$ cat config.mk
export PLATFORM = sky130hd
export DESIGN_NAME = readEngine
export DESIGN_NICKNAME = d
export VERILOG_FILES = /design/src/common/readEnginePkg.sv /design/src/readService/readService.sv /design/src/scoreboard/reorderScoreboard.sv /design/src/verilog/cmdDecode.sv /design/src/verilog/readEngine.sv /design/src/verilog/resultDrain.sv
export SDC_FILE = /design/constraint.sdc
export NUM_CORES = 2
export LEC_CHECK = 0
export BUFFER_PORTS_ARGS = -buffer_cell sky130_fd_sc_hd__buf_2
export CAP_MARGIN = 10
export CELL_PAD_IN_SITES_DETAIL_PLACEMENT = 2
export CELL_PAD_IN_SITES_GLOBAL_PLACEMENT = 2
export CORE_UTILIZATION = 53
export DETAILED_ROUTE_END_ITERATION = 16
export GPL_TIMING_DRIVEN = 1
export PLACE_DENSITY = 0.87
export SLEW_MARGIN = 0
export SYNTH_ARGS = -nofsm -noshare
export SYNTH_HDL_FRONTEND = slang
export SYNTH_SLANG_ARGS = --single-unit
$ cat constraint.sdc
create_clock -name clk -period 5.7 [get_ports clk]
set_input_delay 0.57 -clock clk [delete_from_list [all_inputs] [get_ports clk]]
set_output_delay 0.57 -clock clk [all_outputs]
set_load 0.005 [all_outputs]
$ cat src/common/readEnginePkg.sv
// Shared definitions for the read engine: sizes, latencies, field types
// and the request/response structs passed between its stages

package readEnginePkg;

    // Number of words in the data memory
    localparam int memDepth = 64;

    // Number of reorder scoreboard slots
    localparam int sbEntries = 16;

    // Request to response latency of the even (fast) bank
    localparam int fastLatency = 1;

    // Request to response latency of the odd (slow) bank
    localparam int slowLatency = 4;

    // Length of the service delay line, which also bounds the worst latency
    localparam int delayStages = 6;

    // One data word
    typedef logic [31:0] tData;

    // Word address into the data memory, wraps naturally at memDepth
    typedef logic [$clog2(memDepth)-1:0] tAddr;

    // Scoreboard slot index, also used as the read tag
    typedef logic [$clog2(sbEntries)-1:0] tTag;

    // Word count of a command; one extra bit so a full 16-word burst fits
    typedef logic [$clog2(sbEntries):0] tCount;

    // Tagged read request from the splitter to the memory service
    typedef struct packed
    {
        tTag  tag;
        tAddr addr;
    } readReqT;

    // Tagged read response from the memory service to the scoreboard
    typedef struct packed
    {
        tTag  tag;
        tData data;
    } readRspT;

    // Drain stage states
    typedef enum logic
    {
        idle,
        draining
    } drainStateT;

endpackage

$ cat src/readService/readService.sv
// Two-bank memory service: even addresses answer fast, odd addresses slow,
// so tagged responses leave a shared delay line out of request order

`timescale 1ns/100ps

module readService
(
    input  logic                   clk,
    input  logic                   resetb,
    input  logic                   memWrEn,
    input  readEnginePkg::tAddr    memWrAddr,
    input  readEnginePkg::tData    memWrData,
    input  logic                   reqValid,
    input  readEnginePkg::readReqT reqData,
    output logic                   rspValid,
    output readEnginePkg::readRspT rspData
);

    localparam int stageBits = $clog2(readEnginePkg::delayStages);

    // Backing store shared by both banks
    readEnginePkg::tData mem [readEnginePkg::memDepth];

    // Delay line, index 0 is presented on the outputs
    // An entry written at index k leaves k+1 cycles after its request
    logic [readEnginePkg::delayStages-1:0] lineValid;
    readEnginePkg::readRspT                lineRsp [readEnginePkg::delayStages];

    // Occupancy of each stage after this cycle's shift
    logic [readEnginePkg::delayStages-1:0] nextBusy;

    // Word read for the incoming request
    readEnginePkg::tData memRd;

    // Stage chosen for the incoming request
    logic [stageBits-1:0] targetStage;
    logic [stageBits-1:0] placeStage;
    logic                 placeFound;

    assign memRd = mem[reqData.addr];

    // Everything moves one step toward the output and the top stage empties
    assign nextBusy = {1'b0, lineValid[readEnginePkg::delayStages-1:1]};

    always_comb
    begin
        // Bank is selected by the lowest address bit
        if (reqData.addr[0])
        begin
            targetStage = stageBits'(readEnginePkg::slowLatency - 1);
        end
        else
        begin
            targetStage = stageBits'(readEnginePkg::fastLatency - 1);
        end

        // Take the bank's own stage, or the first free one later than it
        placeStage = targetStage;
        placeFound = 1'b0;
        for (int i = 0; i < readEnginePkg::delayStages; i++)
        begin
            if (!placeFound && (i >= targetStage) && !nextBusy[i])
            begin
                placeStage = stageBits'(i);
                placeFound = 1'b1;
            end
        end
    end

    // Valid bits of the delay line
    always_ff @(posedge clk)
    begin
        if (!resetb)
        begin
            lineValid <= '0;
        end
        else
        begin
            lineValid <= nextBusy;
            if (reqValid && placeFound)
            begin
                lineValid[placeStage] <= 1'b1;
            end
        end
    end

    // Payload of the delay line and the memory array
    always_ff @(posedge clk)
    begin
        for (int i = 0; i < readEnginePkg::delayStages - 1; i++)
        begin
            lineRsp[i] <= lineRsp[i + 1];
        end

        if (reqValid)
        begin
            lineRsp[placeStage].tag  <= reqData.tag;
            lineRsp[placeStage].data <= memRd;
        end

        if (memWrEn)
        begin
            mem[memWrAddr] <= memWrData;
        end
    end

    // At most one response per cycle, straight from the head stage
    assign rspValid = lineValid[0];
    assign rspData  = lineRsp[0];

    // A request is never dropped for lack of a delay stage
    assert property (@(posedge clk) disable iff (!resetb)
        reqValid |-> placeFound)
    else $error("readService: no free delay stage for tag %0d", reqData.tag);

endmodule

$ cat src/scoreboard/reorderScoreboard.sv
// Reorder scoreboard: slots are allocated in order, payloads may land in
// any order, and payloads are released strictly in allocation order

`timescale 1ns/100ps

module reorderScoreboard
(
    input  logic                clk,
    input  logic                resetb,

    // Slot allocation, the returned index is where the payload belongs
    input  logic                enqEn,
    output logic                notFull,
    output readEnginePkg::tTag  enqIdx,

    // Payload write, always accepted
    input  logic                enqDataEn,
    input  readEnginePkg::tTag  enqDataIdx,
    input  readEnginePkg::tData enqData,

    // In-order release
    input  logic                deqEn,
    output logic                notEmpty,
    output readEnginePkg::tData first
);

    // Empty when both pointers match, full one slot short of wrapping
    readEnginePkg::tTag newest;
    readEnginePkg::tTag oldest;
    readEnginePkg::tTag oldestNext;

    // Payload arrival flag per slot
    logic [readEnginePkg::sbEntries-1:0] dataValid;
    logic [readEnginePkg::sbEntries-1:0] dataValidNext;

    // Payload storage, read through a register with no write bypass
    readEnginePkg::tData data [readEnginePkg::sbEntries];

    assign notFull = (readEnginePkg::tTag'(newest + 1'b1) != oldest);
    assign enqIdx  = newest;

    // Head moves on the dequeue so the next read already targets the new head
    assign oldestNext = oldest + readEnginePkg::tTag'(deqEn);

    // Allocation pointer
    always_ff @(posedge clk)
    begin
        if (!resetb)
        begin
            newest <= '0;
        end
        else if (enqEn)
        begin
            newest <= newest + 1'b1;
        end
    end

    // Release pointer
    always_ff @(posedge clk)
    begin
        if (!resetb)
        begin
            oldest <= '0;
        end
        else
        begin
            oldest <= oldestNext;
        end
    end

    always_comb
    begin
        dataValidNext = dataValid;

        // Released slot forgets its payload
        if (deqEn)
        begin
            dataValidNext[oldest] = 1'b0;
        end

        // Arriving payload marks its slot
        if (enqDataEn)
        begin
            dataValidNext[enqDataIdx] = 1'b1;
        end
    end

    always_ff @(posedge clk)
    begin
        if (!resetb)
        begin
            dataValid <= '0;
        end
        else
        begin
            dataValid <= dataValidNext;
        end
    end

    // Payload memory, the head word is read every cycle
    always_ff @(posedge clk)
    begin
        first <= data[oldestNext];
        if (enqDataEn)
        begin
            data[enqDataIdx] <= enqData;
        end
    end

    // Head flag is taken from the registered bitmap, so it rises exactly
    // when the memory read above can return the written word
    always_ff @(posedge clk)
    begin
        if (!resetb)
        begin
            notEmpty <= 1'b0;
        end
        else
        begin
            notEmpty <= dataValid[oldestNext];
        end
    end

    assert property (@(posedge clk) disable iff (!resetb)
        enqEn |-> notFull)
    else $error("reorderScoreboard: enqueue while full");

    assert property (@(posedge clk) disable iff (!resetb)
        deqEn |-> notEmpty)
    else $error("reorderScoreboard: dequeue while empty");

    // Each slot receives exactly one payload per allocation
    assert property (@(posedge clk) disable iff (!resetb)
        enqDataEn |-> !dataValid[enqDataIdx])
    else $error("reorderScoreboard: second payload for slot %0d", enqDataIdx);

endmodule

$ cat src/verilog/cmdDecode.sv
// Command splitter: turns a start address and word count into one tagged
// read per word, holding whenever the scoreboard has no free slot

`timescale 1ns/100ps

module cmdDecode
(
    input  logic                   clk,
    input  logic                   resetb,
    input  logic                   cmdValid,
    input  readEnginePkg::tAddr    cmdAddr,
    input  readEnginePkg::tCount   cmdCount,
    input  logic                   busy,
    input  logic                   sbNotFull,
    input  readEnginePkg::tTag     sbEnqIdx,
    output logic                   cmdStart,
    output readEnginePkg::tCount   startCount,
    output logic                   reqValid,
    output readEnginePkg::readReqT reqData
);

    // Address of the next word to request
    readEnginePkg::tAddr nextAddr;

    // Words of the current command not yet requested
    readEnginePkg::tCount remaining;

    // A command is only taken while the engine is idle
    // Zero-length commands are dropped here and never reach the drain stage
    assign cmdStart   = cmdValid && !busy && (cmdCount != '0);
    assign startCount = cmdCount;

    // A request goes out whenever words are left and a slot can be allocated
    // The same strobe allocates the slot, so the tag is the current enqueue index
    assign reqValid     = (remaining != '0) && sbNotFull;
    assign reqData.tag  = sbEnqIdx;
    assign reqData.addr = nextAddr;

    always_ff @(posedge clk)
    begin
        if (!resetb)
        begin
            remaining <= '0;
            nextAddr  <= '0;
        end
        else if (cmdStart)
        begin
            // First request goes out on the following cycle
            remaining <= cmdCount;
            nextAddr  <= cmdAddr;
        end
        else if (reqValid)
        begin
            // Address wraps past the top of memory by its own width
            remaining <= remaining - 1'b1;
            nextAddr  <= nextAddr + 1'b1;
        end
    end

    // A stall holds the position in the burst until a slot frees up
    assert property (@(posedge clk) disable iff (!resetb)
        (remaining != '0 && !sbNotFull && !cmdStart) |=>
            ($stable(remaining) && $stable(nextAddr)))
    else $error("cmdDecode: burst position moved during a stall");

endmodule

$ cat src/verilog/readEngine.sv
// Read engine top: command splitter, two-bank memory service and the
// in-order drain stage with its reorder scoreboard

`timescale 1ns/100ps

module readEngine
(
    input  logic                 clk,
    input  logic                 resetb,
    input  logic                 memWrEn,
    input  readEnginePkg::tAddr  memWrAddr,
    input  readEnginePkg::tData  memWrData,
    input  logic                 cmdValid,
    input  readEnginePkg::tAddr  cmdAddr,
    input  readEnginePkg::tCount cmdCount,
    output logic                 busy,
    output logic                 outValid,
    output readEnginePkg::tData  outData,
    output logic                 cmdDone
);

    // Command hand-off to the drain stage
    logic                 cmdStart;
    readEnginePkg::tCount startCount;

    // Tagged requests, which also allocate scoreboard slots
    logic                   reqValid;
    readEnginePkg::readReqT reqData;

    // Scoreboard allocation state seen by the splitter
    logic               sbNotFull;
    readEnginePkg::tTag sbEnqIdx;

    // Out-of-order responses
    logic                   rspValid;
    readEnginePkg::readRspT rspData;

    cmdDecode cmdDecode_i
    (
        .clk        (clk),
        .resetb     (resetb),
        .cmdValid   (cmdValid),
        .cmdAddr    (cmdAddr),
        .cmdCount   (cmdCount),
        .busy       (busy),
        .sbNotFull  (sbNotFull),
        .sbEnqIdx   (sbEnqIdx),
        .cmdStart   (cmdStart),
        .startCount (startCount),
        .reqValid   (reqValid),
        .reqData    (reqData)
    );

    readService readService_i
    (
        .clk       (clk),
        .resetb    (resetb),
        .memWrEn   (memWrEn),
        .memWrAddr (memWrAddr),
        .memWrData (memWrData),
        .reqValid  (reqValid),
        .reqData   (reqData),
        .rspValid  (rspValid),
        .rspData   (rspData)
    );

    resultDrain resultDrain_i
    (
        .clk        (clk),
        .resetb     (resetb),
        .cmdStart   (cmdStart),
        .startCount (startCount),
        .enqEn      (reqValid),
        .sbNotFull  (sbNotFull),
        .sbEnqIdx   (sbEnqIdx),
        .rspValid   (rspValid),
        .rspData    (rspData),
        .busy       (busy),
        .outValid   (outValid),
        .outData    (outData),
        .cmdDone    (cmdDone)
    );

endmodule

$ cat src/verilog/resultDrain.sv
// Drain stage: holds the scoreboard, streams words out in command order
// and flags the last word of each command

`timescale 1ns/100ps

module resultDrain
(
    input  logic                   clk,
    input  logic                   resetb,
    input  logic                   cmdStart,
    input  readEnginePkg::tCount   startCount,
    input  logic                   enqEn,
    output logic                   sbNotFull,
    output readEnginePkg::tTag     sbEnqIdx,
    input  logic                   rspValid,
    input  readEnginePkg::readRspT rspData,
    output logic                   busy,
    output logic                   outValid,
    output readEnginePkg::tData    outData,
    output logic                   cmdDone
);

    readEnginePkg::drainStateT state;

    // Words of the current command still to be sent out
    readEnginePkg::tCount wordsLeft;

    logic                sbNotEmpty;
    readEnginePkg::tData sbFirst;
    logic                deqEn;

    // Responses go straight into their slot by tag
    reorderScoreboard sb_i
    (
        .clk        (clk),
        .resetb     (resetb),
        .enqEn      (enqEn),
        .notFull    (sbNotFull),
        .enqIdx     (sbEnqIdx),
        .enqDataEn  (rspValid),
        .enqDataIdx (rspData.tag),
        .enqData    (rspData.data),
        .deqEn      (deqEn),
        .notEmpty   (sbNotEmpty),
        .first      (sbFirst)
    );

    assign busy  = (state == readEnginePkg::draining);
    assign deqEn = sbNotEmpty && busy;

    always_ff @(posedge clk)
    begin
        if (!resetb)
        begin
            state     <= readEnginePkg::idle;
            wordsLeft <= '0;
            outValid  <= 1'b0;
            cmdDone   <= 1'b0;
        end
        else
        begin
            outValid <= deqEn;
            cmdDone  <= 1'b0;
            case (state)
                readEnginePkg::idle:
                begin
                    if (cmdStart)
                    begin
                        wordsLeft <= startCount;
                        state     <= readEnginePkg::draining;
                    end
                end
                readEnginePkg::draining:
                begin
                    if (deqEn)
                    begin
                        wordsLeft <= wordsLeft - 1'b1;
                        // Done lines up with the last word on the outputs
                        if (wordsLeft == readEnginePkg::tCount'(1))
                        begin
                            cmdDone <= 1'b1;
                            state   <= readEnginePkg::idle;
                        end
                    end
                end
                default:
                begin
                    state <= readEnginePkg::idle;
                end
            endcase
        end
    end

    // Word register of the output stream
    always_ff @(posedge clk)
    begin
        if (deqEn)
        begin
            outData <= sbFirst;
        end
    end

    // The splitter only starts a command while this stage reports idle
    assert property (@(posedge clk) disable iff (!resetb)
        cmdStart |-> (state == readEnginePkg::idle))
    else $error("resultDrain: command started while draining");

endmodule
Yosys cells after proc, flatten, opt, wreduce, memory -nomap -nowiden
Memory sizes are Yosys's and may differ from the RTL's. A register that Yosys moved wholly into a read port is not among the register bits. Index checks and enable logic that the tools add are counted.

Register bits: 82. Bits in latches: 0. RAM bits: 2776. ROM bits: 0. Input port bits: 53. Output and inout port bits: 35. Word-level logic and storage cells: 122. Memories: 3.

$add $sub $neg: 5. Multipliers: 0. Div/mod/pow operators: 0. Magnitude comparators: 13. Eq/ne operators: 4. Shift-type cells: 0. Multiplexer cells: 44. Bitwise operators: 5. Reductions and logical operators: 35.

Memory list: readService_i.mem (depth 64, bits a word 32, rd ports 1, clocked after Yosys merged registers in 1, wr ports 1, RTL line readService.sv:22) `readEnginePkg::tData mem [readEnginePkg::memDepth];`; resultDrain_i.sb_i.data (depth 16, bits a word 32, rd ports 1, clocked after Yosys merged registers in 1, wr ports 1, RTL line reorderScoreboard.sv:37) `readEnginePkg::tData data [readEnginePkg::sbEntries];`; readService_i.lineRsp (depth 6, bits a word 36, rd ports 6, clocked after Yosys merged registers in 0, wr ports 6, RTL line readService.sv:27) `readEnginePkg::readRspT lineRsp [readEnginePkg::delayStages];`.

Operator list (count): 16-bit two-way mux (2); 5-bit two-way mux (5); 6-bit two-way mux (4); 1-bit two-way mux (20); 1-bit logical AND (18); 3-bit two-way mux (6); 16-bit AND (1); 16-bit NOT (1); 16-bit bitwise OR (1); 4-bit by 5-bit less-than comparator with 1-bit output (second input constant) (3); 1-bit logical NOT (11); 5-bit one-hot mux with 2 select lines (1); 5-bit nonzero test (2); 5-bit by 1-bit subtractor with 5-bit output (second input constant) (2); 1-bit demux with 4-bit select (2); 4-bit by 1-bit >= comparator with 1-bit output (second input constant) (2); 6-bit by 1-bit adder with 6-bit output (second input constant) (1); 2-bit by 3-bit >= comparator with 1-bit output (first input constant) (2); 3-bit >= comparator (first input constant) (2); 5-bit by 6-bit bitwise OR with 6-bit output (1); 5-bit by 1-bit equality test with 1-bit output (second input constant) (1); 4-bit by 1-bit adder with 4-bit output (1); 4-bit by 1-bit adder with 4-bit output (second input constant) (1); 1-bit binary-select mux with 4-bit select (1); other kinds (13) (15).

Logic depth before layout (Yosys ltp)
Depth after elaboration: 29. Depth in mapped cells: 12. Depth with buffers taken out: 8.

Modules after synthesis
A second synthesis with hierarchy kept.

Cell total of the unflattened synthesis: 5255. Area total of the unflattened synthesis: 109930.4 um^2.

By module, submodules not included: readService (times used 1, cells each 4227, area an instance 86772.0 um^2, seq. area each 66303.6 um^2); reorderScoreboard (times used 1, cells each 871, area an instance 21122.8 um^2, seq. area each 16515.8 um^2); resultDrain (times used 1, cells each 76, area an instance 1355.0 um^2, seq. area each 1121.1 um^2); cmdDecode (times used 1, cells each 81, area an instance 680.7 um^2, seq. area each 220.2 um^2).

Least setup slack after synthesis
OpenSTA, ideal clock, no wires.

Kind: reg2reg. From: reg resultDrain_i.state, in the netlist resultDrain_i.busy. To: reg resultDrain_i.sb_i.first[10], read port of resultDrain_i.sb_i.data. Setup time: 0.134 ns. Arrival time: 3.638 ns. Required time: 5.566 ns. Slack: 1.928 ns. Cell stages (with the launch flop): 10. Buffers on the path: 4. Clock period less this slack: 3.772 ns. Cells stage by stage: dfxtp_1 -> clkbuf_1 -> nand2_1 -> inv_1 -> ha_1 -> clkbuf_1 -> buf_2 -> buf_1 -> mux4_2 -> mux4_2.

Longest elaborated chain between the ends: 2.

Ends and longest elaborated chain: start, declared (RTL line resultDrain.sv:23) `readEnginePkg::drainStateT state;`; start signal, assigned (RTL line resultDrain.sv:55) `state <= readEnginePkg::idle;`; start signal, assigned (RTL line resultDrain.sv:70) `state <= readEnginePkg::draining;`; start signal, assigned (RTL line resultDrain.sv:82) `state <= readEnginePkg::idle;`; 1-bit logical AND (RTL line resultDrain.sv:49) `assign deqEn = sbNotEmpty && busy;`; net resultDrain_i.deqEn (RTL line resultDrain.sv:30) `logic deqEn;`; 4-bit by 1-bit adder with 4-bit output (RTL line reorderScoreboard.sv:43) `assign oldestNext = oldest + readEnginePkg::tTag'(deqEn);`; net resultDrain_i.sb_i.oldestNext[0] (RTL line reorderScoreboard.sv:30) `readEnginePkg::tTag oldestNext;`; end, declared (RTL line reorderScoreboard.sv:24) `output readEnginePkg::tData first`.

The timed path passes the listed nets, and every way through them passes these cells. A chain may end at the register's enable or synchronous reset.

==> run_results.csv <==
group,metric,value,unit
worst_setup_path,cp_top_family,"compound AO/OA/AOI/OAI gates",
clocking,insertion_delay,990,ps
grt,grt_pass1_wl,663.0,mm
timing,drv_slew,0,
timing,maxSlewHeadroom,1.678,%
place,dp_cells,8553,
worst_setup_path,slowest_stage,"dfxtp_4",
detailed_routing,via_per_inst,7.675,
yosys,synth_area_leaders,"edfxtp_1 (72%), mux2i_1 (7.5%), mux4_2 (5.2%)",
timing,post-route-period-util,87.86,%
yosys,synth-edff-count,2628,
detailed_routing,drcViolationCount,0,
yosys,syn-cell-area,109800,sq um
yosys,syn_nets,6009,
detailed_routing,first_pass_iters,6,
cells_and_area,area_growth_syn_to_layout,12.89,%
run,maxCapViolations,0,
detailed_routing,routed_wl,496.4,mm
pwr,p_leak,39.85,nW
timing,tightest_slew,1471,ps
status,status,"completed",
grt,grt_start_max_net_pins,113,
cells_and_area,drive_gt1_share,17.43,%
worst_setup_path,crit_type,"reg -> reg",
die,die-area,209000,sq um
yosys,synth-warning-count,0,
worst_setup_path,cp_max_fo,52,
place,post_dp_cell_area,113800,sq um
yosys,synth-seq-cells,2896,
timing,rsz0062_at_grt,"no",
die,start_util,53.50,%
die,die_w,457.1,microns
worst_setup_path,crit_path_cell_trace,"buf_4 > buf_4 > buf_4 > mux2i_1 > a22oi_1 > a21oi_1 > nor2b_1 > a32oi_2 > o21ai_1",
cells_and_area,final_core_util,60.39,%
cells_and_area,design_area,123900,sq um
cells_and_area,stdcell_count,9122,
detailed_routing,ant_nets,0,
clocking,cts_inserted_buffers,313,
pwr,powerDensity,449.8,nW/um^2
yosys,synth_cell_type_count,68,
yosys,syn_inst,5949,
yosys,ys.flop_type,"edfxtp_1",
timing,tns,0,ps
clocking,clkSinkCount,2896,
yosys,synth.yosys.seq_area_share,76.77,%
worst_setup_path,cpMostUsedCell,"buf_4",
cells_and_area,fillers,16280,
grt,antenna_found_initial,25,
clocking,path_clk_slew,80,ps
yosys,async_flop_share,0,%
detailed_routing,routedWlPerCell,54.42,microns
place,post-place-ws,1355,ps
yosys,syn_avg_cell_area,18.45,sq um
worst_setup_path,endpoint_kind,"flip-flop",
grt,grt_pass1_vias,70990,
yosys,yosys.area.top_type,"edfxtp_1",
detailed_routing,drt-initial-drc-count,12140,
timing,final_hold_viol_count,0,
clocking,cts_tree,"built",
worst_setup_path,path_buf_inv,3,
worst_setup_path,crit_arrival,5780,ps
cells_and_area,final_common_cell,"edfxtp_1",
detailed_routing,vias,70020,
grt,grt-ovfl-total,0,
die,io_pins,88,
worst_setup_path,start_kind,"flip-flop",
die,num_rows,166,
place,globalplace.congestion,0.7889,
cells_and_area,final_cell_mix,"edfxtp_1 (2,628), mux2i_1 (828), nand2_1 (326)",
die,die_y,457.1,microns
yosys,synth_top_area_share,71.89,%
cells_and_area,nets,6256,
place,hpwl,242.8,mm
timing,fin_worst_skew,54.48,ps
timing,timing.final.ws_setup,692.1,ps
timing,fmax,199.7,MHz
worst_setup_path,max_stage_delay,1130,ps
grt,track_usage,47.16,%
place,port_buffers,87,
hold_path,hold_path_class,"in -> reg",
worst_setup_path,worstPathRequired,6470,ps
die,core_area,205200,sq um
clocking,clk_path_buf_depth,4,
clocking,h-tree-depth,5,
pwr,vdd_drop_max,0.4157,mV
timing,setup_viol,0,
clocking,root_buffer,"clkbuf_16",
timing,min_period,5008,ps
==> logic make-up after synthesis <==
| group | after synthesis | share of synthesized area [%] |
|---|---|---|
| XOR/XNOR | 15 | 0.1322 |
| adder cells (fa/ha/maj) | 7 | 0.07978 |
| AND/OR/NAND/NOR | 776 | 3.202 |
| buffers and inverters | 395 | 1.872 |
| flip-flops | 2896 | 76.77 |
| multiplexers | 1139 | 13.37 |
| AO/OA/AOI/OAI | 721 | 4.567 |
==> where the power goes <==
group          switching (mW)  internal, mW  leakage (nW)
registers                1.60          24.7          25.9
logic                    5.50          2.21          9.18
clock network            10.1          11.6          4.76
==> metal layers <==
metal / GRT usage (%) / up-vias / routed length, microns / share of wire, %
met1: 57.99 / 36790 / 168000 / 34
met2: 75.06 / 7083 / 234500 / 47
met3: 10.77 / 1975 / 54110 / 11
met4: 31.30 / 10 / 39710 / 8.0
li1: - / 24160 / - / -
met5: 0 / - / 66 / 0.013
==> path summary, 6_finish.rpt <==
check	from	end	depth (start not counted)	slack, ps
worst max-delay path	flip-flop	readService_i.lineRsp[0][3]	9	690
worst min-delay path	memWrData[27]	readService_i.mem[28][27]	1	40
worst max register to register	flip-flop	readService_i.lineRsp[0][3]	9	690
worst min register to register	resultDrain_i.sb_i.first[8]	resultDrain_i.outData[8]	0	410
==> registers in the layout, indices dropped and copies added, names as in the netlist, named ones only <==
register / count
readService_i.lineValid: 6
resultDrain_i.sb_i.enqIdx: 4
resultDrain_i.outValid: 1
cmdDecode_i.remaining: 5
resultDrain_i.sb_i.oldest: 4
resultDrain_i.outData: 32
readService_i.mem: 2048
cmdDecode_i.nextAddr: 6
resultDrain_i.cmdDone: 1
resultDrain_i.sb_i.dataValid: 16
resultDrain_i.wordsLeft: 5
resultDrain_i.sb_i.first: 32
readService_i.lineRsp: 216
resultDrain_i.busy: 1
resultDrain_i.sb_i.notEmpty: 1
resultDrain_i.sb_i.data: 512
==> cell type report <==
class / count / area [sq um] / area share (%)
Tap cell: 2688 / 3363 / 2.714
Antenna cell: 10 / 25.02 / 0.02019
Multi-Input combinational cell: 2658 / 24090 / 19.44
Sequential cell: 2896 / 84290 / 68.02
Clock inverter: 117 / 1091 / 0.8804
Clock buffer: 426 / 8658 / 6.987
Inverter: 59 / 221.5 / 0.1787
Timing Repair Buffer: 268 / 2187 / 1.765
==> timing repair <==
item	CTS	global route
setup buffers	0	0
hold buffers	5	0
resized for setup	0	0
hold endpoints to repair	7	0
==> cell usage after synthesis, types with 56 or more instances <==
cell / n
nand3_1: 89
inv_1: 56
mux2i_1: 828
o21ai_1: 158
buf_2: 75
nor2_1: 195
a21oi_1: 87
clkbuf_1: 143
nand2_1: 326
a22oi_1: 177
dfxtp_1: 268
o22ai_1: 170
buf_4: 69
mux4_2: 254
edfxtp_1: 2628
==> metrics by stage <==
step	power [mW]	hold WS, ps
2_1_floorplan	29.77	385.5
3_3_place_gp	31.92	387.6
3_5_place_dp	33.15	391.2
4_1_cts	54.40	35.45
5_1_grt	55.98	24.15
6_report	55.74	43.53
==> worst register-to-register path: stages, from the launching register on <==
cell	delay (ps)
dfxtp_4	1130
buf_4	490
buf_4	370
buf_4	390
mux2i_1	440
a22oi_1	170
a21oi_1	480
nor2b_1	280
a32oi_2	710
o21ai_1	350
(Power assumes the default switching activity.)
